===== config.mk =====
export PLATFORM = sky130hd
export DESIGN_NAME = ffe_slicer
export DESIGN_NICKNAME = d
export VERILOG_FILES = /design/src/design/dsp_data_pkg.sv /design/src/design/dsp_cfg_pkg.sv /design/src/design/ffe_slicer.sv
export VERILOG_INCLUDE_DIRS = /design/src /design/src/design
export SDC_FILE = /design/constraint.sdc
export NUM_CORES = 2
export LEC_CHECK = 0
export ABC_AREA = 1
export ABC_CLOCK_PERIOD_IN_PS = 16219
export BUFFER_PORTS_ARGS = -buffer_cell sky130_fd_sc_hd__clkbuf_2
export CAP_MARGIN = 20
export CORE_ASPECT_RATIO = 0.7
export CORE_MARGIN = 5
export CORE_UTILIZATION = 40
export CTS_CLUSTER_SIZE = 8
export DETAILED_ROUTE_END_ITERATION = 16
export PLACE_DENSITY = 0.67
export SETUP_SLACK_MARGIN = 0.4
export SYNTH_ARGS = -nofsm -noshare
export SYNTH_HDL_FRONTEND = slang
export SYNTH_SLANG_ARGS = --single-unit
export TNS_END_PERCENT = 5

===== constraint.sdc =====
create_clock -name clk -period 16.22 [get_ports clk]
set_input_delay 0 -clock clk [delete_from_list [all_inputs] [get_ports clk]]
set_output_delay 0 -clock clk [all_outputs]
set_load 0.05 [all_outputs]

===== src/design/dsp_defines.svh =====
`ifndef DSP_DEFINES_SVH
`define DSP_DEFINES_SVH

// Lanes per word
`define CHANNEL_WIDTH 4
`define CODE_PRECISION 8

// FFE
`define FFE_LENGTH 3
`define WEIGHT_PRECISION 8
`define FFE_OUT_PRECISION 10
`define SHIFT_PRECISION 4

// Channel estimate
`define CHAN_DEPTH 3
`define CHAN_PRECISION 8
`define EST_CODE_PRECISION 10

// Rebuilt code minus raw code
`define ERROR_PRECISION 11

`endif

===== src/design/dsp_data_pkg.sv =====
`include "dsp_defines.svh"

package dsp_data_pkg;

    // Lane 0 holds the oldest symbol of a word
    typedef logic signed [`CODE_PRECISION-1:0] code_t;
    typedef code_t [`CHANNEL_WIDTH-1:0] code_word_t;

    // 1 stands for +1, 0 for -1
    typedef logic [`CHANNEL_WIDTH-1:0] bit_word_t;

    typedef logic signed [`EST_CODE_PRECISION-1:0] est_code_t;
    typedef est_code_t [`CHANNEL_WIDTH-1:0] est_code_word_t;

    typedef logic signed [`ERROR_PRECISION-1:0] error_t;
    typedef error_t [`CHANNEL_WIDTH-1:0] error_word_t;

    typedef enum logic [1:0] {
        MMSE_KEEP      = 2'd0,
        MMSE_FLIP_CUR  = 2'd1,
        MMSE_FLIP_PREV = 2'd2
    } mmse_pos_t;

    typedef mmse_pos_t [`CHANNEL_WIDTH-1:0] mmse_word_t;

    typedef struct packed {
        bit_word_t  bits;
        mmse_word_t decisions;
    } detect_out_t;

endpackage : dsp_data_pkg


===== src/design/dsp_cfg_pkg.sv =====
`include "dsp_defines.svh"

package dsp_cfg_pkg;

    typedef logic signed [`WEIGHT_PRECISION-1:0] weight_t;
    typedef weight_t [`FFE_LENGTH-1:0] ffe_weights_t;

    // Bit j set drops the product of tap j
    typedef logic [`FFE_LENGTH-1:0] ffe_mask_t;

    typedef logic [`SHIFT_PRECISION-1:0] shift_t;
    typedef logic signed [`FFE_OUT_PRECISION-1:0] thresh_t;

    typedef logic signed [`CHAN_PRECISION-1:0] chan_tap_t;
    typedef chan_tap_t [`CHAN_DEPTH-1:0] chan_est_t;

    // Static settings, held stable while data flows
    typedef struct packed {
        ffe_weights_t weights;
        ffe_mask_t    disable_product;
        shift_t       ffe_shift;
        thresh_t      thresh;
        chan_est_t    channel_est;
        shift_t       channel_shift;
    } dsp_cfg_t;

endpackage : dsp_cfg_pkg


===== src/design/ffe_slicer.sv =====
`timescale 1ns/1ns

`include "dsp_defines.svh"

module ffe_slicer (
    input  logic                     clk,
    input  logic                     rst_n_i,
    input  logic                     codes_valid_i,
    input  dsp_data_pkg::code_word_t adc_codes_i,
    input  dsp_cfg_pkg::dsp_cfg_t    cfg_i,
    output logic                     bits_valid_o,
    output dsp_data_pkg::bit_word_t  sliced_bits_o
);
    import dsp_data_pkg::*;
    import dsp_cfg_pkg::*;

    localparam int SUM_W = `CODE_PRECISION + `WEIGHT_PRECISION + $clog2(`FFE_LENGTH);
    localparam int OUT_W = `FFE_OUT_PRECISION;

    // Last valid word, its lane W-1 directly precedes lane 0 of the current word
    code_word_t prev_codes;

    // Previous word in the low lanes, current word in the high lanes
    code_t [2*`CHANNEL_WIDTH-1:0] ext_codes;

    logic signed [OUT_W-1:0] ffe_out [`CHANNEL_WIDTH];
    bit_word_t               bits_next;

    assign ext_codes = {adc_codes_i, prev_codes};

    always_comb begin
        logic signed [SUM_W-1:0] acc;
        weight_t                 w;
        for (int i = 0; i < `CHANNEL_WIDTH; i++) begin
            acc = '0;
            for (int j = 0; j < `FFE_LENGTH; j++) begin
                w = cfg_i.weights[j];
                if (!cfg_i.disable_product[j]) begin
                    acc = acc + w * ext_codes[`CHANNEL_WIDTH + i - j];
                end
            end
            ffe_out[i] = OUT_W'(acc >>> cfg_i.ffe_shift);
        end
    end

    // Slicer
    always_comb begin
        for (int i = 0; i < `CHANNEL_WIDTH; i++) begin
            bits_next[i] = (ffe_out[i] >= cfg_i.thresh);
        end
    end

    always_ff @(posedge clk or negedge rst_n_i) begin
        if (!rst_n_i) begin
            prev_codes    <= '0;
            bits_valid_o  <= 1'b0;
            sliced_bits_o <= '0;
        end else begin
            bits_valid_o <= codes_valid_i;
            // History only advances on valid words
            if (codes_valid_i) begin
                prev_codes    <= adc_codes_i;
                sliced_bits_o <= bits_next;
            end
        end
    end

endmodule : ffe_slicer


# After elaboration in Yosys (flattened, before gate mapping)
# Cells that the tools add are included.
totals:
  elab_cells: 44
  output_inout_bits: 5
  register_bits: 21
  inputBits: 104
op_classes:
  n_shift: 4
  n_mux: 12
  n_lt_le_gt_ge: 4
  n_addsub: 8
  n_mul: 12
op_table:
  columns: ["op", "n"]
  rows:
  - ["$mux W18", 12]
  - ["$mul A8 B8 Y16", 12]
  - ["$add A18 B16 Y18", 8]
  - ["$sshr A18 B4 Y10", 4]
  - ["$ge A10 B10 Y1", 4]

# Depth between registers and ports, before layout
logic_depth:
  word_depth: 8
  mapped_depth: 73
  depth_no_buf: 71

# Least setup slack after synthesis
# No wires, ideal clock.
synth_timing:
  kind: "input port to flip-flop"
  start: "in adc_codes_i[20] (netlist bit)"
  end: "reg sliced_bits_o[2]"
  path_slack_ps: 4192
  required_time_ps: 16099
  path_buffers: 2
  arrival_ps: 11907
  cell_stages: 59
  setup_ps: 121
  cell_sequence: "clkbuf_1 clkbuf_1 nand2_1 fa_1 inv_1 fa_1 fa_1 inv_1 fa_1 inv_1 ha_1 nand2_1 inv_1 a21oi_1 nand3_1 nand2_1 nand3_1 fa_1 [... 23 more ...] xor2_1 nand2_1 nand3_2 nand3_2 nand3_1 nand3_1 nand2_1 inv_1 ha_1 inv_1 nor2_1 o21ai_0 nand2_1 a21boi_0 o21ai_0 a211oi_1 mux2i_1 o22a_1"
synth_between:
  elab_chain_cells: 8
synth_rtl:
  columns: ["item", "line_no", "text"]
  rows:
  - ["start, declared", "ffe_slicer.sv:9", "input dsp_data_pkg::code_word_t adc_codes_i,"]
  - ["$mul A8 B8 Y16 (*)", "ffe_slicer.sv:39", "acc = acc + w * ext_codes[`CHANNEL_WIDTH + i - j];"]
  - ["$mux W18 (*)", "ffe_slicer.sv:38", "if (!cfg_i.disable_product[j]) begin"]
  - ["$add A18 B16 Y18", "ffe_slicer.sv:39", null]
  - ["$mux W18 (*)", "ffe_slicer.sv:38", null]
  - ["$add A18 B16 Y18", "ffe_slicer.sv:39", null]
  - ["$mux W18 (*)", "ffe_slicer.sv:38", null]
  - ["$sshr A18 B4 Y10 (*)", "ffe_slicer.sv:42", "ffe_out[i] = OUT_W'(acc >>> cfg_i.ffe_shift);"]
  - ["$ge A10 B10 Y1 (*)", "ffe_slicer.sv:49", "bits_next[i] = (ffe_out[i] >= cfg_i.thresh);"]
  - ["end signal, assigned", "ffe_slicer.sv:63", "sliced_bits_o <= bits_next;"]
  - ["end, declared", "ffe_slicer.sv:12", "output dsp_data_pkg::bit_word_t sliced_bits_o"]
# Every way passes the cells marked *; elsewhere a longest branch is shown, timed or not.
# A chain may end at the register's enable or synchronous reset.

# Worst setup path in the final report
layout_timing:
  start: "in adc_codes_i[15] (netlist bit)"
  end: "reg sliced_bits_o[1]"
# Same word-level chain as after synthesis.

==> impl_metrics.yaml <==
run_status:
  status: "finished clean"
placement:
  port_buffers: 80
  placed_cell_area_mm2: 0.04672
  finalWeightedCongestion: 0.9058
  hpwl_um: 107800
grt:
  grt_antenna_before_repair: 3
  overflow: 0
  grt_pass1_wl_um: 210600
  track_usage_pct: 21.83
  grt_pass1_vias: 39220
  grt_max_degree: 68
floorplanning:
  dieArea_mm2: 0.1196
  pin_count: 109
  row_count: 103
  fp.dieH_um: 290.9
  die_x_um: 411.3
  core-area_mm2: 0.1124
  start_util_pct: 40.12
setup_path:
  max_stage_delay_ns: 0.63
  rrSetupSlack_ns: 5.41
  regToRegStartpoint: "ext_codes[31]"
  ff2ff_path_depth: 48
  crit_top_cell: "fa_1"
  cp-startpoint: "adc_codes_i[15]"
  crit_end: "sliced_bits_o[1]"
  critPathRequiredTime_ns: 16.40
  crit_path_end_kind: "register"
  crit_fanout: 16
  r2r-end: "sliced_bits_o[0]"
  critPathLaunchType: "input pin"
  crit_arrival_ns: 13.78
  cpMaxStageDelayCell: "fa_1"
  crit_type: "in2reg"
clock_network:
  cts_root_buf: "clkbuf_16"
  cts_buffers: 3
  cts.clk_slew.worst_paths_ns: 0.08
  post-cts-setup-buffers: 0
  clock-sinks: 21
  postCtsResizedCells: 0
  htreeDepth: 1
  cts_tree: "done"
  clock_path_buffers: 2
  clk_latency_ns: 0.29
timing:
  setup_violations: 0
  fmax_mhz: 73.53
  drv_slew: 0
  tightestPinTransition_ns: 1.010
  rsz0062_at_grt: "no"
  fin_crit_sh_pct: 83.84
  setup_tns_ns: 0
  maxSlewHeadroom_pct: 32.68
  hold_ws_ns: 0.1164
  period_minus_slack_ns: 13.60
  hold_violations: 0
  clock_skew_ns: 0.004669
flow_run:
  max_cap_violations: 0
drt:
  wl_per_cell_um: 16.39
  dr.pass1.iters: 6
  vias_per_cell: 4.923
  routed_wl_um: 127500
  detail-route-antenna-nets: 0
  drc: 0
  vias: 38290
  drt_iter0_drc: 2900
logic_synthesis:
  synthTopCellsByCount: "nand2_1, inv_1, fa_1, ha_1, nand3_1"
  synth_nets: 7803
  synth-seq-cells: 21
  synth.top_cell.area_share_pct: 38.01
  synthArstFlopShare_pct: 100.0
  synthDistinctLibCells: 52
  synth.most_common_cell: "nand2_1"
  synth-main-ff-cell: "dfrtp_1"
  synth_seq_area_share_pct: 1.166
  synth_edf_count: 0
  syn_inst: 6359
  syn_avg_cell_area_um2: 7.089
  yosys.area.top_type: "fa_1"
  yosysWarnings: 0
  syn_area_mm2: 0.04508
  synth.area.top_cells: "fa_1, nand2_1, inv_1, ha_1, nand3_1"
layout:
  fin_area_mm2: 0.04684
  drive_gt1_share_pct: 3.967
  fin_util_pct: 41.69
  area_growth_pct: 3.913
  nNetsFinal: 7697
hold_path:
  hold_class: "in2reg"
==> worst max-delay path: cells and delay by family <==
| kind | cells | cell delay, ns |
|---|---|---|
| AO/OA/AOI/OAI | 11 | 1.72 |
| adder cells (fa/ha/maj) | 18 | 7.89 |
| AND/OR/NAND/NOR | 22 | 2.84 |
| buffers and inverters | 9 | 1.29 |
==> layout by cell type (no fill, tap or decap), drive strengths merged, types with 68 or more instances in the layout <==
cell       n
o21ai    183
nand3    398
ha       484
nand2   1746
xnor2     68
nor2     238
inv     1729
fa       856
a21oi    157
clkbuf    82
==> per-stage QoR <==
stage | setup WS [ns] | cells
after floorplan | 4.192 | 6359
after global placement | 2.550 | 7768
after detailed placement | 2.481 | 7768
after CTS | 2.762 | 7773
after global routing | 1.729 | 7775
final | 2.621 | 7777
==> metal layers <==
layer | vias to the layer above | global-route usage (%) | wire length, um | part of all wire [%]
met5 | - | 0 | 0 | 0
met4 | 0 | 4.246 | 2687 | 2.1
met3 | 122 | 3.213 | 10020 | 7.9
met2 | 1255 | 35.27 | 56590 | 44
met1 | 18450 | 31.30 | 58200 | 46
li1 | 18450 | - | - | -
==> flip-flops by register name, indices dropped and copies added (netlist names) <==
| name | count |
|---|---|
| bits_valid_o | 1 |
| ext_codes | 16 |
| sliced_bits_o | 4 |
==> cells by family (layout without fill, tap and decap cells) <==
group	Yosys count	in the layout	share of synthesized area (%)
AND/OR/NAND/NOR	2473	2473	22.81
buffers and inverters	1967	1860	16.59
adder cells (fa/ha/maj)	1340	1340	51.45
AO/OA/AOI/OAI	427	427	5.384
XOR/XNOR	112	112	2.176
flip-flops	21	21	1.166
multiplexers	19	19	0.4219
other	0	3	0
==> cell type report <==
type | instances | area, um^2
Antenna cell | 3 | 7.507
Clock buffer | 3 | 75.07
Clock inverter | 1 | 7.507
Fill cell | 11720 | 65530
Inverter | 1731 | 6497
Multi-Input combinational cell | 4371 | 37070
Sequential cell | 21 | 525.5
Tap cell | 1522 | 1904
Timing Repair Buffer | 125 | 753.2
==> worst min-delay path by stage <==
stage / from / end / slack (ns) / depth (start not counted)
2_1_floorplan: rst_n_i / bits_valid_o / -0.30 / 0
3_3_place_gp: rst_n_i / sliced_bits_o[1] / 0.10 / 1
3_5_place_dp: rst_n_i / sliced_bits_o[1] / 0.11 / 1
4_1_cts: adc_codes_i[30] / ext_codes[30] / 0.12 / 3
5_1_grt: adc_codes_i[30] / ext_codes[30] / 0.14 / 3
6_report: adc_codes_i[30] / ext_codes[30] / 0.12 / 3
==> repair_timing <==
action,4_1_cts,5_1_grt
endpoints found under the hold margin,21,0
endpoints found under the setup margin,0,0
hold buffers,1,0
Power is left out: the tool's default activity adds up to more than one toggle a clock period on the data nets, which glitch-free logic cannot reach.
