===== config.mk =====
export PLATFORM = sky130hd
export DESIGN_NAME = error_detector
export DESIGN_NICKNAME = d
export VERILOG_FILES = /design/src/design/dsp_data_pkg.sv /design/src/design/dsp_cfg_pkg.sv /design/src/design/error_detector.sv
export VERILOG_INCLUDE_DIRS = /design/src /design/src/design
export SDC_FILE = /design/constraint.sdc
export NUM_CORES = 2
export LEC_CHECK = 0
export BUFFER_PORTS_ARGS = -buffer_cell sky130_fd_sc_hd__buf_2
export CAP_MARGIN = 30
export CORE_MARGIN = 4
export CORE_UTILIZATION = 25
export DETAILED_ROUTE_END_ITERATION = 10
export PLACE_DENSITY = 0.45
export SLEW_MARGIN = 15
export SYNTH_ARGS = -nofsm -noshare
export SYNTH_HDL_FRONTEND = slang
export SYNTH_SLANG_ARGS = --single-unit

===== constraint.sdc =====
create_clock -name clk -period 17.8 [get_ports clk]
set_clock_uncertainty 0.15 [all_clocks]
set_input_delay 3.56 -clock clk [delete_from_list [all_inputs] [get_ports clk]]
set_output_delay 3.56 -clock clk [all_outputs]
set_load 0.01 [all_outputs]

===== src/design/dsp_defines.svh =====
`ifndef DSP_DEFINES_SVH
`define DSP_DEFINES_SVH

// Lanes per word
`define CHANNEL_WIDTH 4
`define CODE_PRECISION 8

// FFE
`define FFE_LENGTH 3
`define WEIGHT_PRECISION 8
`define FFE_OUT_PRECISION 10
`define SHIFT_PRECISION 4

// Channel estimate
`define CHAN_DEPTH 3
`define CHAN_PRECISION 8
`define EST_CODE_PRECISION 10

// Rebuilt code minus raw code
`define ERROR_PRECISION 11

`endif

===== src/design/dsp_data_pkg.sv =====
`include "dsp_defines.svh"

package dsp_data_pkg;

    // Lane 0 holds the oldest symbol of a word
    typedef logic signed [`CODE_PRECISION-1:0] code_t;
    typedef code_t [`CHANNEL_WIDTH-1:0] code_word_t;

    // 1 stands for +1, 0 for -1
    typedef logic [`CHANNEL_WIDTH-1:0] bit_word_t;

    typedef logic signed [`EST_CODE_PRECISION-1:0] est_code_t;
    typedef est_code_t [`CHANNEL_WIDTH-1:0] est_code_word_t;

    typedef logic signed [`ERROR_PRECISION-1:0] error_t;
    typedef error_t [`CHANNEL_WIDTH-1:0] error_word_t;

    typedef enum logic [1:0] {
        MMSE_KEEP      = 2'd0,
        MMSE_FLIP_CUR  = 2'd1,
        MMSE_FLIP_PREV = 2'd2
    } mmse_pos_t;

    typedef mmse_pos_t [`CHANNEL_WIDTH-1:0] mmse_word_t;

    typedef struct packed {
        bit_word_t  bits;
        mmse_word_t decisions;
    } detect_out_t;

endpackage : dsp_data_pkg


===== src/design/dsp_cfg_pkg.sv =====
`include "dsp_defines.svh"

package dsp_cfg_pkg;

    typedef logic signed [`WEIGHT_PRECISION-1:0] weight_t;
    typedef weight_t [`FFE_LENGTH-1:0] ffe_weights_t;

    // Bit j set drops the product of tap j
    typedef logic [`FFE_LENGTH-1:0] ffe_mask_t;

    typedef logic [`SHIFT_PRECISION-1:0] shift_t;
    typedef logic signed [`FFE_OUT_PRECISION-1:0] thresh_t;

    typedef logic signed [`CHAN_PRECISION-1:0] chan_tap_t;
    typedef chan_tap_t [`CHAN_DEPTH-1:0] chan_est_t;

    // Static settings, held stable while data flows
    typedef struct packed {
        ffe_weights_t weights;
        ffe_mask_t    disable_product;
        shift_t       ffe_shift;
        thresh_t      thresh;
        chan_est_t    channel_est;
        shift_t       channel_shift;
    } dsp_cfg_t;

endpackage : dsp_cfg_pkg


===== src/design/error_detector.sv =====
`timescale 1ns/1ns

`include "dsp_defines.svh"

module error_detector (
    input  logic                         clk,
    input  logic                         rst_n_i,
    input  logic                         est_valid_i,
    input  dsp_data_pkg::est_code_word_t est_codes_i,
    input  dsp_data_pkg::code_word_t     aligned_codes_i,
    input  dsp_data_pkg::bit_word_t      sliced_bits_i,
    input  dsp_cfg_pkg::chan_est_t       channel_est_i,
    input  logic [`SHIFT_PRECISION-1:0]  channel_shift_i,
    output logic                         out_valid_o,
    output dsp_data_pkg::detect_out_t    detect_o
);
    import dsp_data_pkg::*;

    localparam int D_W    = `CHAN_PRECISION + 1;
    localparam int DIFF_W = `ERROR_PRECISION + 2;
    localparam int COST_W = 2 * DIFF_W + 1;

    // Slicer word one cycle late, which is the word just rebuilt on est_valid_i
    bit_word_t   bits_d;
    logic        prev_last_bit;
    error_word_t err;
    mmse_word_t  dec_next;

    logic signed [D_W-1:0] d [2];

    function automatic logic [COST_W-1:0] square(input logic signed [DIFF_W-1:0] x);
        logic signed [COST_W-1:0] p;
        p = x * x;
        return p;
    endfunction

    always_comb begin
        for (int i = 0; i < `CHANNEL_WIDTH; i++) begin
            err[i] = est_codes_i[i] - aligned_codes_i[i];
        end
    end

    // Error change caused by flipping one symbol, before its sign
    always_comb begin
        for (int j = 0; j < 2; j++) begin
            d[j] = $signed({channel_est_i[j], 1'b0}) >>> channel_shift_i;
        end
    end

    always_comb begin
        logic signed [DIFF_W-1:0] e_cur;
        logic signed [DIFF_W-1:0] e_nxt;
        logic signed [DIFF_W-1:0] sd0;
        logic signed [DIFF_W-1:0] sd1;
        logic signed [DIFF_W-1:0] sd1_prev;
        logic [COST_W-1:0]        cost0;
        logic [COST_W-1:0]        cost1;
        logic [COST_W-1:0]        cost2;
        logic [COST_W-1:0]        best;
        logic                     s_prev;
        for (int i = 0; i < `CHANNEL_WIDTH; i++) begin
            e_cur  = err[i];
            s_prev = (i == 0) ? prev_last_bit : bits_d[(i + `CHANNEL_WIDTH - 1) % `CHANNEL_WIDTH];
            sd0      = bits_d[i] ? d[0] : -d[0];
            sd1      = bits_d[i] ? d[1] : -d[1];
            sd1_prev = s_prev ? d[1] : -d[1];

            cost0 = square(e_cur);
            cost1 = square(e_cur - sd0);
            cost2 = square(e_cur - sd1_prev);
            // Window is cut at the end of the word
            if (i + 1 < `CHANNEL_WIDTH) begin
                e_nxt = err[i + 1];
                cost0 = cost0 + square(e_nxt);
                cost1 = cost1 + square(e_nxt - sd1);
                cost2 = cost2 + square(e_nxt);
            end

            // Ties keep the lower index
            dec_next[i] = MMSE_KEEP;
            best        = cost0;
            if (cost1 < best) begin
                dec_next[i] = MMSE_FLIP_CUR;
                best        = cost1;
            end
            if (cost2 < best) begin
                dec_next[i] = MMSE_FLIP_PREV;
            end
        end
    end

    always_ff @(posedge clk) begin
        bits_d <= sliced_bits_i;
    end

    always_ff @(posedge clk or negedge rst_n_i) begin
        if (!rst_n_i) begin
            prev_last_bit <= 1'b0;
            out_valid_o   <= 1'b0;
            detect_o      <= '0;
        end else begin
            out_valid_o <= est_valid_i;
            if (est_valid_i) begin
                prev_last_bit      <= bits_d[`CHANNEL_WIDTH-1];
                detect_o.bits      <= bits_d;
                detect_o.decisions <= dec_next;
            end
        end
    end

endmodule : error_detector


# After elaboration in Yosys (flattened, before gate mapping)
# Index checks and enable logic that the tools add are counted.
# classes
n_mux	20
mul	12
n_lt_le_gt_ge	8
add_sub_neg	23
shift	2
# op_table
cell	count
$add 27x27->27	9
$lt 27x27->1	8
$mul 13x13->26	8
$mux 27	4
$mux 13	8
$sub 11x13->13	8
$mul 11x11->22	4
$sub 10x8->11	4
$neg 9->13	2
$sshr 9x4->9	2
$mux 2	4
$mux 1	4
# word_totals
wordCells	73
regBits	18
inputBits	107
out_inout_bits	13

# Depth between registers and ports, before layout
# depth
ltp_word	10
mapped_depth	72
mapped_depth_nobuf	67

# Least setup slack after synthesis
# OpenSTA, ideal clock, no wires.
# synth_path
path_type	input -> register
from	input channel_shift_i[0]
to	register detect_o[4] in the netlist's numbering
required_time_ns	17.526
setup_slack_ns	0.016
path_stages	62
setup_time_ns	0.124
arrival_ns	17.510
n_path_buf	6
path_cell_list	buf_6 -> buf_6 -> buf_2 -> mux4_2 -> mux2i_1 -> o21ai_0 -> nor3_1 -> and3b_1 -> a21boi_0 -> mux2_2 -> o21ai_0 -> ha_1 -> o21ai_0 -> a21oi_1 -> nor2_1 -> xnor2_1 -> clkbuf_1 -> nand2_1 -> [26 not listed] -> nor2b_1 -> o21ai_0 -> o21ai_0 -> a2111o_1 -> a21oi_1 -> clkbuf_1 -> clkbuf_1 -> a21oi_1 -> ha_1 -> a21o_1 -> a21o_1 -> a21oi_1 -> nor2b_1 -> o21ai_0 -> nand2b_1 -> a221oi_1 -> a21oi_1 -> a211o_1
# synth_via
elab_chain_cells	10
word_cells_on_any_way	20
cone_classes	add/sub: 7; mul: 3; order compare: 2; shift: 2; mux: 6
# synth_rtl
element	line_no	source
from (decl)	error_detector.sv:13	input logic [`SHIFT_PRECISION-1:0] channel_shift_i,
$sshr 9x4->9	error_detector.sv:46	d[j] = $signed({channel_est_i[j], 1'b0}) >>> channel_shift_i;
$neg 9->13, on equally long branches	error_detector.sv:64, error_detector.sv:65, error_detector.sv:66	
$mux 13, on equally long branches	error_detector.sv:64, error_detector.sv:65	
$sub 11x13->13, on equally long branches	error_detector.sv:69, error_detector.sv:75	
$mul 13x13->26	error_detector.sv:33	p = x * x;
$add 27x27->27	error_detector.sv:75	cost1 = cost1 + square(e_nxt - sd1);
$lt 27x27->1	error_detector.sv:82	if (cost1 < best) begin
$mux 27	error_detector.sv:82	
$lt 27x27->1	error_detector.sv:86	if (cost2 < best) begin
$mux 2 (*)	error_detector.sv:86	
to (decl)	error_detector.sv:15	output dsp_data_pkg::detect_out_t detect_o
# Mark *: on every way between the ends. The rest lies on a longest branch, timed or not.
# A chain may end at the register's enable or synchronous reset.

# Worst setup path in the final report
# layout_path
from	input channel_est_i[10] in the netlist's numbering
to	register detect_o[1] in the netlist's numbering
# layout_via
elab_chain_cells	10
word_cells_on_any_way	14
cone_classes	add/sub: 5; mul: 2; order compare: 2; shift: 1; mux: 4
# layout_rtl
element	line_no	source
from (decl)	error_detector.sv:12	input dsp_cfg_pkg::chan_est_t channel_est_i,
$sshr 9x4->9 (*)	error_detector.sv:46	
$neg 9->13	error_detector.sv:65, error_detector.sv:66	
$mux 13	error_detector.sv:65	sd1 = bits_d[i] ? d[1] : -d[1];
$sub 11x13->13	error_detector.sv:75	
$mul 13x13->26	error_detector.sv:33	
$add 27x27->27	error_detector.sv:75	
$lt 27x27->1	error_detector.sv:82	
$mux 27	error_detector.sv:82	
$lt 27x27->1 (*)	error_detector.sv:86	
$mux 2 (*)	error_detector.sv:86	
# Marked as above.

==> metrics.txt <==
status completed; post-synthesis xor/xnor area fraction 0.06870; CP startpoint channel_est_i[10]; worst hold-check path type flip-flop to flip-flop; synth warn 0; slowest CP cell fa_1; max-slew violation count 0; Hold Path End detect_o[2]$_DFFE_PN0P_; CTS buffer count 3; worst skew pair latency 0.34 ns; gpl congestion 0.8712; simple-gate portion of the synthesized area 0.1214; largest net degree at the start of global routing 27; Final nets 14,240; Pre-antenna DRT Iters 6; ys flop type dfrtp_1; DR WL/cell 16.32 µm; maximum root-to-sink buffer count 2; Cell Area, Synth 83,470 µm²; Max Cap Viol 0; core region area 331,300 µm²; period utilisation layout 0.9665; FILL cells 35,520; Initial Util 0.2519; TritonCTS Sinks 17; crit path kind input pin to flip-flop; slack of the critical path 0.5971 ns; setup slack, reg-to-reg 4.54 ns; Slew @ Worst Pin 1.028 ns; Synth Area in Adders 0.5743; Async S/R FF share, synth 0.7647; dpl ws -0.8544 ns; Tot GR Track Use 0.1509; IO Pins 120; vias in the first global route 71,130; Cells after Synth 9,754; Yosys top cell area share 0.3792; Synth area leaders fa_1, ha_1, inv_1, xnor2_1, nor2_1; #FFs+latches synth 17; number of cells after detailed placement 15,580; Synth Area in Compound Gates 0.1056; H-tree depth 1; slowest stage delay, CP 0.56 ns; relative slew slack 0.3099; CTS root buf clkbuf_16; Hold Crit Start detect_o[2]$_DFFE_PN0P_; Yosys cell types 89; f_max 58.13 MHz; CP Depth 65; final setup fails 0; CTS tree done; non-filler instance count after layout 15,620; via-per-instance ratio 4.330; Setup crit end kind flip-flop; CP Max Fanout 9; Final Hold Violating Endpoints 0; worst path bufs/invs 16; final WL 254,900 µm; hold_buf cts 0; CP Launch Type input pin; commonest non-fill, non-tap cell in the layout inv_1; CP required 17.93 ns; Fin Setup TNS 0 ns; die area 343,200 µm²; FF-to-FF Start bits_d[0]$_DFF_P_; r2r worst-path depth 58; Syn Area/Cell 8.558 µm²; global-route wire length before repair 406,300 µm; Die W 585.8 µm; main combinational cell family by area after synthesis adder cells; EDFF count, synth 0; Yosys top cell by area fa_1; CP delay by family, top adder cells; WP data arrival 17.33 ns; initial DRC count 3,133; area delta synth->final 21.46%; most frequent cells in the layout inv_1, fa_1, buf_4, ha_1, nor2_1; Reg2Reg Capture Point detect_o[1]$_DFFE_PN0P_; DRC viols 0; Die H 585.8 µm; sequential area share after synthesis 0.004857; share of layout cells above drive strength 1 0.1678; site row count 211; WHS Path Cells 1; gr ovfl total 0; antenna-violating nets left 0; crit path time final 17.20 ns; CTS clk-pin slew, worst paths 0.11 ns; PortBufs 111; initial antenna violation count 7; DR vias 67,620; most frequent cell on the critical path buf_4; detailed placer's ending HPWL 231,700 µm; multiplexer area fraction after synthesis 0.01611
[flip-flops by register name, indices dropped and copies added, names as in the netlist]
register / count
bits_d: 4
out_valid_o: 1
detect_o: 11
prev_last_bit: 1
[worst max path at each step]
stage                                    endpoint  slack (ns)
after floorplan           detect_o[4]$_DFFE_PN0P_        0.02
after global placement    detect_o[4]$_DFFE_PN0P_       -0.84
after detailed placement  detect_o[4]$_DFFE_PN0P_       -0.85
after CTS                 detect_o[4]$_DFFE_PN0P_        0.03
after global routing      detect_o[1]$_DFFE_PN0P_       -0.06
final                     detect_o[1]$_DFFE_PN0P_        0.60
[final cells by class]
cell class	instances	area, µm²	area share
diodes	3	7.507	0.00007405
clock buffers	3	75.07	0.0007405
clock inverters	1	5.005	0.00004937
inverters	2271	8531	0.08414
multi-input cells	7342	74860	0.7384
flip-flops and latches	17	405.4	0.003999
well taps	4366	5463	0.05388
repair buffers	1613	12040	0.1187
[stage by stage]
step                utilization  hold slack (ns)  area, µm²
finish                   0.3060           0.3690     101400
global route             0.3060           0.3865     101400
CTS                      0.3033           0.3684     100500
detailed placement       0.3025           0.3402     100200
global placement         0.3025           0.3402     100200
floorplan                     -           0.3682      83500
[synthesized netlist by cell type, types with 23 or more instances]
cell and instances:
nor3_1 125, a31oi_1 43, clkinv_1 50, o21a_1 88
o41ai_1 23, nand4_1 41, mux2i_1 86, and2_1 53
o21ai_0 274, and3_1 42, xor2_1 186, nor2b_1 94
or2_2 41, nand3_1 89, clkbuf_1 100, nand2b_1 92
a211oi_1 50, fa_1 1581, a21o_1 209, o21bai_1 51
inv_1 2212, ha_1 1302, xnor2_1 450, nand2_1 789
or3_1 24, nor2_1 853, a21boi_0 37, a21oi_1 432
[cell families (layout without fill, tap and decap cells)]
| logic type | after synthesis | after routing |
|---|---|---|
| other | 1 | 11 |
| xor gates and xnor gates | 644 | 644 |
| buffers and inverters | 2402 | 3888 |
| adders and majority gates | 2883 | 2883 |
| DFF | 17 | 17 |
| and+or+nand+nor | 2304 | 2304 |
| muxes | 119 | 119 |
| AOI/OAI and AO/OA | 1384 | 1384 |
[worst reg2reg max path, delay by kind of cell (launching register included)]
| family | cells | cell delay, ns |
|---|---|---|
| XOR/XNOR | 4 | 0.78 |
| AND/OR/NAND/NOR | 12 | 1.90 |
| multiplexers | 1 | 0.24 |
| buffers and inverters | 12 | 2.23 |
| flip-flops | 1 | 0.33 |
| adder cells (fa/ha/maj) | 11 | 4.08 |
| AO/OA/AOI/OAI | 18 | 3.49 |
[routing by layer]
layer	routed length, µm	vias to the layer above	track usage	part of all wire
met1	122800	33010	0.2144	0.48
met5	0	-	0	0
met2	121100	862	0.2590	0.48
met4	4345	0	0.02075	0.017
li1	-	33630	-	-
met3	6635	122	0.006982	0.026
[timing repair]
item                       4_1_cts  5_1_grt
buffers inserted                 3       20
gates cloned                     0        1
pin swaps                        3       64
setup endpoints to repair        6        7
resized for setup               26      189
Power is not shown: default switching activity piles up to over one toggle a cycle in this logic, so the estimate is an artifact.
