--- src/design/dsp_defines.svh ---
`ifndef DSP_DEFINES_SVH
`define DSP_DEFINES_SVH

// Lanes per word
`define CHANNEL_WIDTH 4
`define CODE_PRECISION 8

// FFE
`define FFE_LENGTH 3
`define WEIGHT_PRECISION 8
`define FFE_OUT_PRECISION 10
`define SHIFT_PRECISION 4

// Channel estimate
`define CHAN_DEPTH 3
`define CHAN_PRECISION 8
`define EST_CODE_PRECISION 10

// Rebuilt code minus raw code
`define ERROR_PRECISION 11

`endif
--- src/design/dsp_data_pkg.sv ---
`include "dsp_defines.svh"

package dsp_data_pkg;

    // Lane 0 holds the oldest symbol of a word
    typedef logic signed [`CODE_PRECISION-1:0] code_t;
    typedef code_t [`CHANNEL_WIDTH-1:0] code_word_t;

    // 1 stands for +1, 0 for -1
    typedef logic [`CHANNEL_WIDTH-1:0] bit_word_t;

    typedef logic signed [`EST_CODE_PRECISION-1:0] est_code_t;
    typedef est_code_t [`CHANNEL_WIDTH-1:0] est_code_word_t;

    typedef logic signed [`ERROR_PRECISION-1:0] error_t;
    typedef error_t [`CHANNEL_WIDTH-1:0] error_word_t;

    typedef enum logic [1:0] {
        MMSE_KEEP      = 2'd0,
        MMSE_FLIP_CUR  = 2'd1,
        MMSE_FLIP_PREV = 2'd2
    } mmse_pos_t;

    typedef mmse_pos_t [`CHANNEL_WIDTH-1:0] mmse_word_t;

    typedef struct packed {
        bit_word_t  bits;
        mmse_word_t decisions;
    } detect_out_t;

endpackage : dsp_data_pkg

--- src/design/dsp_cfg_pkg.sv ---
`include "dsp_defines.svh"

package dsp_cfg_pkg;

    typedef logic signed [`WEIGHT_PRECISION-1:0] weight_t;
    typedef weight_t [`FFE_LENGTH-1:0] ffe_weights_t;

    // Bit j set drops the product of tap j
    typedef logic [`FFE_LENGTH-1:0] ffe_mask_t;

    typedef logic [`SHIFT_PRECISION-1:0] shift_t;
    typedef logic signed [`FFE_OUT_PRECISION-1:0] thresh_t;

    typedef logic signed [`CHAN_PRECISION-1:0] chan_tap_t;
    typedef chan_tap_t [`CHAN_DEPTH-1:0] chan_est_t;

    // Static settings, held stable while data flows
    typedef struct packed {
        ffe_weights_t weights;
        ffe_mask_t    disable_product;
        shift_t       ffe_shift;
        thresh_t      thresh;
        chan_est_t    channel_est;
        shift_t       channel_shift;
    } dsp_cfg_t;

endpackage : dsp_cfg_pkg

--- src/design/channel_filter.sv ---
`timescale 1ns/1ns

`include "dsp_defines.svh"

module channel_filter (
    input  logic                         clk,
    input  logic                         rst_n_i,
    input  logic                         bits_valid_i,
    input  dsp_data_pkg::bit_word_t      sliced_bits_i,
    input  dsp_cfg_pkg::chan_est_t       channel_est_i,
    input  logic [`SHIFT_PRECISION-1:0]  channel_shift_i,
    output logic                         est_valid_o,
    output dsp_data_pkg::est_code_word_t est_codes_o
);
    import dsp_data_pkg::*;
    import dsp_cfg_pkg::*;

    // One extra bit since a negated tap can reach +2^(P-1)
    localparam int SUM_W = `CHAN_PRECISION + $clog2(`CHAN_DEPTH) + 1;
    localparam int EST_W = `EST_CODE_PRECISION;

    bit_word_t                       prev_bits;
    logic [2*`CHANNEL_WIDTH-1:0]     ext_bits;
    est_code_word_t                  est_next;

    assign ext_bits = {sliced_bits_i, prev_bits};

    always_comb begin
        logic signed [SUM_W-1:0] acc;
        chan_tap_t               tap;
        for (int i = 0; i < `CHANNEL_WIDTH; i++) begin
            acc = '0;
            for (int j = 0; j < `CHAN_DEPTH; j++) begin
                tap = channel_est_i[j];
                // Symbol +1 adds the tap, -1 subtracts it
                if (ext_bits[`CHANNEL_WIDTH + i - j]) begin
                    acc = acc + tap;
                end else begin
                    acc = acc - tap;
                end
            end
            est_next[i] = EST_W'(acc >>> channel_shift_i);
        end
    end

    always_ff @(posedge clk or negedge rst_n_i) begin
        if (!rst_n_i) begin
            prev_bits   <= '0;
            est_valid_o <= 1'b0;
            est_codes_o <= '0;
        end else begin
            est_valid_o <= bits_valid_i;
            if (bits_valid_i) begin
                prev_bits   <= sliced_bits_i;
                est_codes_o <= est_next;
            end
        end
    end

endmodule : channel_filter

--- config.mk ---
export PLATFORM = sky130hd
export DESIGN_NAME = channel_filter
export DESIGN_NICKNAME = d
export VERILOG_FILES = /design/src/design/dsp_data_pkg.sv /design/src/design/dsp_cfg_pkg.sv /design/src/design/channel_filter.sv
export VERILOG_INCLUDE_DIRS = /design/src /design/src/design
export SDC_FILE = /design/constraint.sdc
export NUM_CORES = 1
export LEC_CHECK = 0
export BUFFER_PORTS_ARGS = -buffer_cell sky130_fd_sc_hd__buf_4
export CAP_MARGIN = 40
export CORE_MARGIN = 2
export CORE_UTILIZATION = 45
export CTS_BUF_LIST = sky130_fd_sc_hd__clkbuf_8
export DETAILED_ROUTE_END_ITERATION = 8
export MAX_ROUTING_LAYER = met4
export SLEW_MARGIN = 40
export SYNTH_ARGS = -nofsm -noshare
export SYNTH_HDL_FRONTEND = slang
export SYNTH_SLANG_ARGS = --single-unit
--- constraint.sdc ---
create_clock -name clk -period 6.6 [get_ports clk]
set_input_delay 0.99 -clock clk [delete_from_list [all_inputs] [get_ports clk]]
set_output_delay 0.99 -clock clk [all_outputs]
set_load 0.005 [all_outputs]
**Word level (Yosys, flattened, before mapping)**

Cells that the tools add are included.

- Register bits: 45
- Latch bits: 0
- Memory bits (writable): 0
- Bits in read-only memories: 0
- Output and inout port bits: 41
- Word-level logic and storage cells: 39
- Memories kept: 0

- Add/subtract/negate cells: 17
- $mul: 0
- Divide/modulo/power cells: 0
- Order comparisons: 0
- Equal/unequal tests: 0
- Shifts and indexed selects: 4
- Multiplexer cells: 12
- Bitwise gates (word level): 0
- Reductions and logical operators: 0

Operators by type and width:

| kind | number |
|---|---|
| $mux 11 | 12 |
| $add 11x8->11 | 8 |
| $sub 11x8->11 | 8 |
| $sshr 11x4->10 | 4 |
| $sub 1x8->9 const A | 1 |

**Depth between registers and ports, before layout**

Gate-level depths: netlist of the first run.

- Depth in word-level cells: 7
- Gate-level depth with buffers: 22
- Depth with buffers taken out: 22

**Least setup slack after synthesis of the first run**

No wires, ideal clock.

- Kind: input to register
- Start point: input sliced_bits_i[1]
- End point: register est_codes_o[22] in the netlist's numbering
- Setup time: 126 ps
- Arrival time: 5369 ps
- Path slack: 1105 ps
- Stages: 20
- Buffers on the path: 3
- Cell sequence: clkbuf_1 > clkbuf_1 > buf_1 > nor2_1 > xor2_1 > ha_1 > a21oi_1 > o21bai_1 > a21oi_1 > o21bai_1 > a21oi_1 > mux2i_1 > a2111o_1 > ha_1 > a21o_1 > a41oi_1 > xor3_2 > nand2_1 > nand2_1 > o32a_1

- Longest elaborated chain between the ends: 4
- Elaborated cells between the ends (all ways): 5
- Classes of those cells: 2 x add/sub; 1 x shift; 2 x mux

RTL lines:

| item | line | text |
|---|---|---|
| from (decl) | channel_filter.sv:9 | `input dsp_data_pkg::bit_word_t sliced_bits_i,` |
| $mux 11 * | channel_filter.sv:36 | `` if (ext_bits[`CHANNEL_WIDTH + i - j]) begin `` |
| $sub 11x8->11 / $add 11x8->11 (equally long branches) | channel_filter.sv:39, channel_filter.sv:37 |  |
| $mux 11 * | channel_filter.sv:36 |  |
| $sshr 11x4->10 * | channel_filter.sv:42 | `est_next[i] = EST_W'(acc >>> channel_shift_i);` |
| to (signal assigned) | channel_filter.sv:55 | `est_codes_o <= est_next;` |
| to (decl) | channel_filter.sv:13 | `output dsp_data_pkg::est_code_word_t est_codes_o` |

Every way passes the cells marked *; elsewhere a longest branch is shown, timed or not.
A chain may end at the register's enable or synchronous reset.

**Worst setup path in the final report of the first run**

- Start point: input channel_est_i[10] in the netlist's numbering
- End point: register est_codes_o[23] in the netlist's numbering

- Longest elaborated chain between the ends: 5
- Elaborated cells between the ends (all ways): 7
- Classes of those cells: 4 x add/sub; 1 x shift; 2 x mux

RTL lines:

| item | line | text |
|---|---|---|
| from (decl) | channel_filter.sv:10 | `input dsp_cfg_pkg::chan_est_t channel_est_i,` |
| $sub 11x8->11 / $add 11x8->11 (equally long branches) | channel_filter.sv:39, channel_filter.sv:37 |  |
| $mux 11 * | channel_filter.sv:36 |  |
| $sub 11x8->11 / $add 11x8->11 (equally long branches) | channel_filter.sv:39, channel_filter.sv:37 |  |
| $mux 11 * | channel_filter.sv:36 |  |
| $sshr 11x4->10 * | channel_filter.sv:42 |  |

Marks and branches as above.

==> reports/summary.txt, run 1 <==
Sequential fraction of the synthesis area - 12.5%
GRT Util Overall - 27.8%
TritonCTS clock tree - done
Worst Setup Start Kind - input port
# hold bufs at CTS - 0
YS warnings - 0
Worst-path clk slew - 0.09 ns
Final Wtd Congestion - 0.954
Root buf cell - clkbuf_8
DRT Pass-1 Iters - 5
Final HPWL DP - 22.0 mm
Setup Skew - 0.00286 ns
Site Rows - 50
Die Width - 142 um
Die Ht - 142 um
Final Max Slew Viols - 0
Antenna violations before repair - 0
Status - finished, final reports clean
Wire per inst - 19.6 um
Final hold vios - 0
Initial core utilization - 46.0%
Most common flop cell mapped by yosys - dfrtp_1
Buffers on Ports - 75
RSZ-0062 raised after global routing - false
Post-route clock period utilization - 84.1%
Power Density - 370 mW/mm^2
Post-CTS sizing - 0
H-tree depth - 2
CTS Sinks - 43
Remaining routing DRC violations - 0
Area Growth Syn to Fin - 8.05%
Peak supply drop - 0.138 mV
Mean Syn Cell Area - 7.47 sq um
CTS Buf Count - 5
Worst-Margin Slew - 0.830 ns
Max-cap violations - 0
Synth Register Bits - 43
WHS - 0.484 ns
Pin count of the biggest net entering global routing - 58
First-pass GRT wire length - 43.9 mm
Cell variety after synth - 87
Delay of the slowest cell on the worst path - 0.60 ns
Ports - 76
Drt via density - 6.11
Achievable frequency - 180 MHz
Post-Syn Instances - 1,154
Vias in the first global route - 8,112
Worst path cell trace - buf_4 > nor2_1 > and2_1 > nor3b_1 > nor2_1 > xnor2_1 > ha_1 > a21oi_1 > mux2i_1 > a2111o_1 > ha_1 > a21o_1 > a41oi_1 > xor3_2 > nand2_1 > nand2_1 > o32a_1
Setup CP Type - in -> reg
Vias - 8,610
Final #Nets - 1,296
Post-synth EDFFs - 0
Syn Nets - 1,275
Cells after DPL - 1,402
Setup tns final - 0 ns
Drt total wl - 27.6 mm
Initial DRC Count - 614
CP top delay family - compound AO/OA/AOI/OAI gates
Maximum clock path buffer count - 2
ANT cells - 0
Final setup fails - 0
# Post-CTS Setup Buffers - 0
Die ar. - 0.0203 sq mm
Hold Crit Class - reg -> reg
Worst Path Required - 6.80 ns
Asr flop ratio synth - 100%
Relative slew slack - 43.9%
WP data arrival - 5.75 ns
Share of cells above drive strength 1 - 11.7%
Critical Path Fanout Max - 9
LEAKAGE - 4.08 nW
Grt total ovfl - 0
Crit-path slowest cell - nor3b_1
Post-Layout Cell Count - 1,410
Core footprint - 0.0188 sq mm
Skew-Pair Late Insertion Delay - 0.30 ns
CP Capture Type - register
Tmin final - 5.55 ns
CP bufs+invs - 1
Synthesized area - 0.00862 sq mm
Routed Antenna Nets - 0
worst paths after layout:
path | startpoint | end | slack, ns | cells after the start
setup / recovery | channel_est_i[10] | est_codes_o[23] | 1.05 | 17
hold / removal | est_codes_o[37] | est_codes_o[37] | 0.48 | 1
setup reg to reg | prev_bits[3] | est_codes_o[4] | 1.94 | 18
hold reg to reg | est_codes_o[37] | est_codes_o[37] | 0.48 | 1
max in group asynchronous | rst_n_i | est_codes_o[37] | 5.54 | 1
min in group asynchronous | rst_n_i | est_codes_o[2] | 0.67 | 1
placed cells by master (no fill, tap or decap), types with 17 or more instances in the layout:
master / netlist / final
buf_4: 0 / 82
inv_1: 54 / 55
xor2_1: 76 / 76
nand2_1: 61 / 61
mux2_2: 17 / 17
xnor2_1: 45 / 45
ha_1: 78 / 78
dfrtp_1: 43 / 43
a211oi_1: 29 / 29
o21ai_0: 83 / 83
nor3_1: 35 / 35
nor2_1: 162 / 162
a31oi_1: 22 / 22
a21oi_1: 76 / 76
a21o_1: 22 / 22
registers in the layout, summed over array words and instances, names as in the netlist:
name and cells:
est_valid_o 1, est_codes_o 40, prev_bits 2
power by group:
group	switching [mW]	leakage (nW)	total (mW)	internal, mW
registers	0.0757	0.496	0.461	0.386
logic	1.62	3.54	2.82	1.20
clock network	0.0994	0.0453	0.172	0.0726
kinds of logic after synthesis:
kind of cell	count (synthesis)	share of synthesized area, %
xor gates and xnor gates	129	14.3
adders and majority gates	86	13.2
and+or+nand+nor	365	20.1
AOI/OAI and AO/OA	366	28.3
buffers and inverters	126	6.01
muxes	39	5.64
DFF	43	12.5
worst reg2reg max path: stages (launching register included):
cell	delay, ns
dfrtp_1	0.33
buf_4	0.28
mux2i_1	0.36
inv_1	0.08
ha_1	0.29
a21o_1	0.17
a21oi_1	0.21
o21bai_1	0.10
a21oi_1	0.23
o21bai_1	0.09
a21oi_1	0.30
xnor2_1	0.11
ha_1	0.44
and2_1	0.25
a31oi_1	0.12
xnor2_1	0.59
o221ai_1	0.24
o221ai_1	0.25
a22o_1	0.15
area by class of cell:
type,count,area [sq um]
tap,234,293
timing repair buffer,83,621
clock inverter,3,16.3
clock buffer,5,68.8
multi-input combinational,985,7030
sequential,43,1080
inverter,57,214
fill,1899,9450
Yosys cell counts, drive strengths merged (11+ instances only):
| master | n | area share [%] |
|---|---|---|
| dfrtp | 43 | 12 |
| or3 | 13 | 0.94 |
| nand3 | 16 | 0.93 |
| a211oi | 29 | 2.5 |
| o21ai | 85 | 4.9 |
| a21oi | 76 | 4.4 |
| nor2 | 162 | 7.1 |
| a31oi | 23 | 1.7 |
| nor2b | 12 | 0.87 |
| mux2 | 17 | 2.2 |
| buf | 22 | 1.4 |
| xnor2 | 46 | 4.8 |
| and2 | 13 | 0.94 |
| mux2i | 18 | 2.4 |
| xor2 | 77 | 7.9 |
| clkbuf | 47 | 2.1 |
| ha | 78 | 11 |
| nand2 | 61 | 2.7 |
| nor3 | 36 | 2.1 |
| a21o | 22 | 1.9 |
| o21bai | 11 | 0.96 |
| o22ai | 15 | 1.1 |
| inv | 54 | 2.4 |
metrics by stage:
stage | total power, mW | instance area [sq um] | setup slack (ns) | util (%)
2_1_floorplan | 2.47 | 8620 | 1.11 | -
4_1_cts | 3.41 | 9320 | 1.16 | 49.7
3_5_place_dp | 3.23 | 9230 | 0.882 | 49.2
3_3_place_gp | 3.22 | 9230 | 0.862 | 49.2
6_report | 3.45 | 9320 | 1.05 | 49.7
5_1_grt | 3.76 | 9320 | 0.748 | 49.7
per-layer routing:
| metal | vias to the layer above | GRT usage (%) | wire length [um] |
|---|---|---|---|
| li1 | 4260 | - | - |
| met1 | 3982 | 36.7 | 12600 |
| met2 | 304 | 44.5 | 12600 |
| met3 | 64 | 2.69 | 1350 |
| met4 | 0 | 9.95 | 990 |
| met5 | - | - | 0 |
(Power assumes the default switching activity.)
==> run 2: changes to the inputs <==
--- a/config.mk
+++ b/config.mk
@@ -6,6 +6,7 @@
 export SDC_FILE = /design/constraint.sdc
 export NUM_CORES = 1
 export LEC_CHECK = 0
+export ABC_AREA = 1
 export BUFFER_PORTS_ARGS = -buffer_cell sky130_fd_sc_hd__buf_4
 export CAP_MARGIN = 40
 export CORE_MARGIN = 2
==> constraint.sdc (replaced) <==
create_clock -name clk -period 5.7 [get_ports clk]
set_input_delay 0.855 -clock clk [delete_from_list [all_inputs] [get_ports clk]]
set_output_delay 0.855 -clock clk [all_outputs]
set_load 0.005 [all_outputs]
==> run 2 against run 1 <==
Compared with the run above: highest routed layer unchanged; critical path type unchanged; sequential power about the same; largest power group unchanged; global-route usage fell by 2.2 points; combinational power is 26% lower; worst setup slack worse by 0.11 ns; hold slack improved by 0.0062 ns; clock skew grew 0.013 ns; largest cell class unchanged.
==> reports/summary.txt, run 2 <==
Status - finished, final reports clean
LEAKAGE - 4.64 nW
Power Density - 320 mW/mm^2
Synthesized area - 0.00817 sq mm
Mean Syn Cell Area - 5.92 sq um
Area Growth Syn to Fin - 9.03%
Most Used Layer, Global Route - met2
H-tree depth - 2
Cells after DPL - 1,628
Synth Register Bits - 43
Tmin final - 4.76 ns
Remaining routing DRC violations - 0
Maximum clock path buffer count - 2
Most common flop cell mapped by yosys - dfrtp_1
Final HPWL DP - 19.8 mm
Post-Layout Cell Count - 1,636
Worst-path clk slew - 0.11 ns
Met3 usage - 1.69%
Sequential fraction of the synthesis area - 13.2%
TritonCTS clock tree - done
Finished layout cell area - 0.00890 sq mm
M2 GR Usage - 42.4%
ANT cells - 0
Post-synth EDFFs - 0
Pin count of the biggest net entering global routing - 47
Setup Skew - 0.0162 ns
Worst Path Required - 5.92 ns
Max-cap violations - 0
Drt via density - 5.26
Peak supply drop - 0.206 mV
Worst-Margin Slew - 0.705 ns
Post-route clock period utilization - 83.6%
Setup CP Type - in -> reg
Initial DRC Count - 539
Post-Syn Instances - 1,380
Antenna violations before repair - 0
Post-DP Area - 0.00877 sq mm
Top-count cell post-synth - nand2_1
Die ar. - 0.0192 sq mm
Share of cells above drive strength 1 - 9.45%
Final hold vios - 0
Die Width - 139 um
Most common cell after layout, fill and taps aside - nand2_1
Worst Setup Start Kind - input port
Buffers on Ports - 75
# Post-CTS Setup Buffers - 0
Routed Antenna Nets - 0
Drt total wl - 24.1 mm
Relative slew slack - 52.9%
Site Rows - 49
Cell variety after synth - 44
Post-CTS sizing - 0
Hold Crit Class - reg -> reg
Skew-Pair Late Insertion Delay - 0.32 ns
Initial core utilization - 45.6%
# hold bufs at CTS - 0
CTS Sinks - 43
Area contributors post-synth - nand2_1 18%, dfrtp_1 13%, ha_1 12%, o21ai_0 9.2%, inv_1 7.4%
Final Max Slew Viols - 0
Crit-path slowest cell - o21ai_0
Final setup fails - 0
Grt total ovfl - 0
WP data arrival - 4.98 ns
Final Wtd Congestion - 0.904
YS warnings - 0
Setup tns final - 0 ns
Most frequent cells in the layout - 385 x nand2_1, 160 x inv_1, 150 x o21ai_0
Achievable frequency - 210 MHz
Met1 usage - 34.1%
Largest registers - est_codes_o: 40 flops, prev_bits: 2 flops, est_valid_o: 1 flops
Vias - 8,602
Max reg flops - 40
Delay of the slowest cell on the worst path - 0.36 ns
Syn Nets - 1,501
CTS Buf Count - 5
GRT Util Overall - 25.6%
Commonest cells post-synth - 385 x nand2_1, 160 x inv_1, 150 x o21ai_0
RSZ-0062 raised after global routing - false
Vias in the first global route - 7,830
Asr flop ratio synth - 100%
Area leader, netlist - nand2_1
Critical Path Fanout Max - 6
Largest register by flop count - est_codes_o
CP bufs+invs - 5
Core footprint - 0.0179 sq mm
Wire per inst - 14.8 um
CP Capture Type - register
Most used cell, CP - o21ai_0
Ports - 76
DRT Pass-1 Iters - 6
CP top delay family - compound AO/OA/AOI/OAI gates
First-pass GRT wire length - 39.7 mm
Root buf cell - clkbuf_8
Die Ht - 139 um
Final #Nets - 1,527
Yosys top cell area share - 17.7%
-- run 2: changes by cell type in the layout (fill, tap and decap cells not counted), sizes merged, moves of 16 or more --
cell	change
a211oi	-28
a21oi	+39
inv	+108
mux2	-17
nand2	+337
nand3	+76
nor2	-58
nor3	-24
o21ai	+75
xnor2	-16
xor2	-42
-- run 2: kinds of logic after synthesis --
group,after synthesis,share of synthesized area [%]
flops,43,13.2
compound gates,335,22.8
fa+ha+maj,86,13.9
buf+inv,221,10.7
simple gates,625,31.8
mux,5,0.613
xor+xnor,65,6.97
-- run 2: power by group --
part / switching (mW) / internal, mW
sequential: 0.0593 / 0.401
clock: 0.126 / 0.174
combinational: 1.27 / 0.821
-- run 2: routing by layer --
| metal | vias to the layer above | wire length [um] |
|---|---|---|
| li1 | 4566 | - |
| met1 | 3763 | 11500 |
| met2 | 229 | 11100 |
| met3 | 44 | 999 |
| met4 | 0 | 558 |
| met5 | - | 0 |
-- run 2: layout make-up --
cell class	count	area (sq um)
clock buffers	5	68.8
clock inverters	3	63.8
fillers	1980	9000
inverters	163	612
multi-input cells	1116	6220
flip-flops and latches	43	1080
well taps	229	287
repair buffers	77	578
-- run 2: worst paths after layout --
| kind | slack [ns] | start | depth (start not counted) | endpoint |
|---|---|---|---|---|
| max | 0.94 | channel_est_i[9] | 25 | est_codes_o[1] |
| min | 0.49 | est_codes_o[29] | 2 | est_codes_o[29] |
| max reg2reg | 1.35 | prev_bits[3] | 22 | est_codes_o[1] |
| min reg2reg | 0.49 | est_codes_o[29] | 2 | est_codes_o[29] |
| max in group asynchronous | 4.75 | rst_n_i | 1 | prev_bits[3] |
| min in group asynchronous | 0.52 | rst_n_i | 1 | est_codes_o[17] |
-- run 2: worst min-delay path, delay by kind of cell, from the launching register on --
kind	cells	cell delay, ns
flops	1	0.36
simple gates	2	0.10
-- run 2: metrics by stage --
step | power, mW | worst slack [ns] | utilization [%] | hold WS [ns]
finish | 2.85 | 0.935 | 49.7 | 0.491
global route | 3.18 | 0.400 | 49.7 | 0.524
CTS | 2.84 | 0.952 | 49.7 | 0.493
detailed placement | 2.53 | 0.616 | 49.0 | 0.468
global placement | 2.51 | 0.621 | 49.0 | 0.466
floorplan | 1.98 | 1.30 | - | 0.472
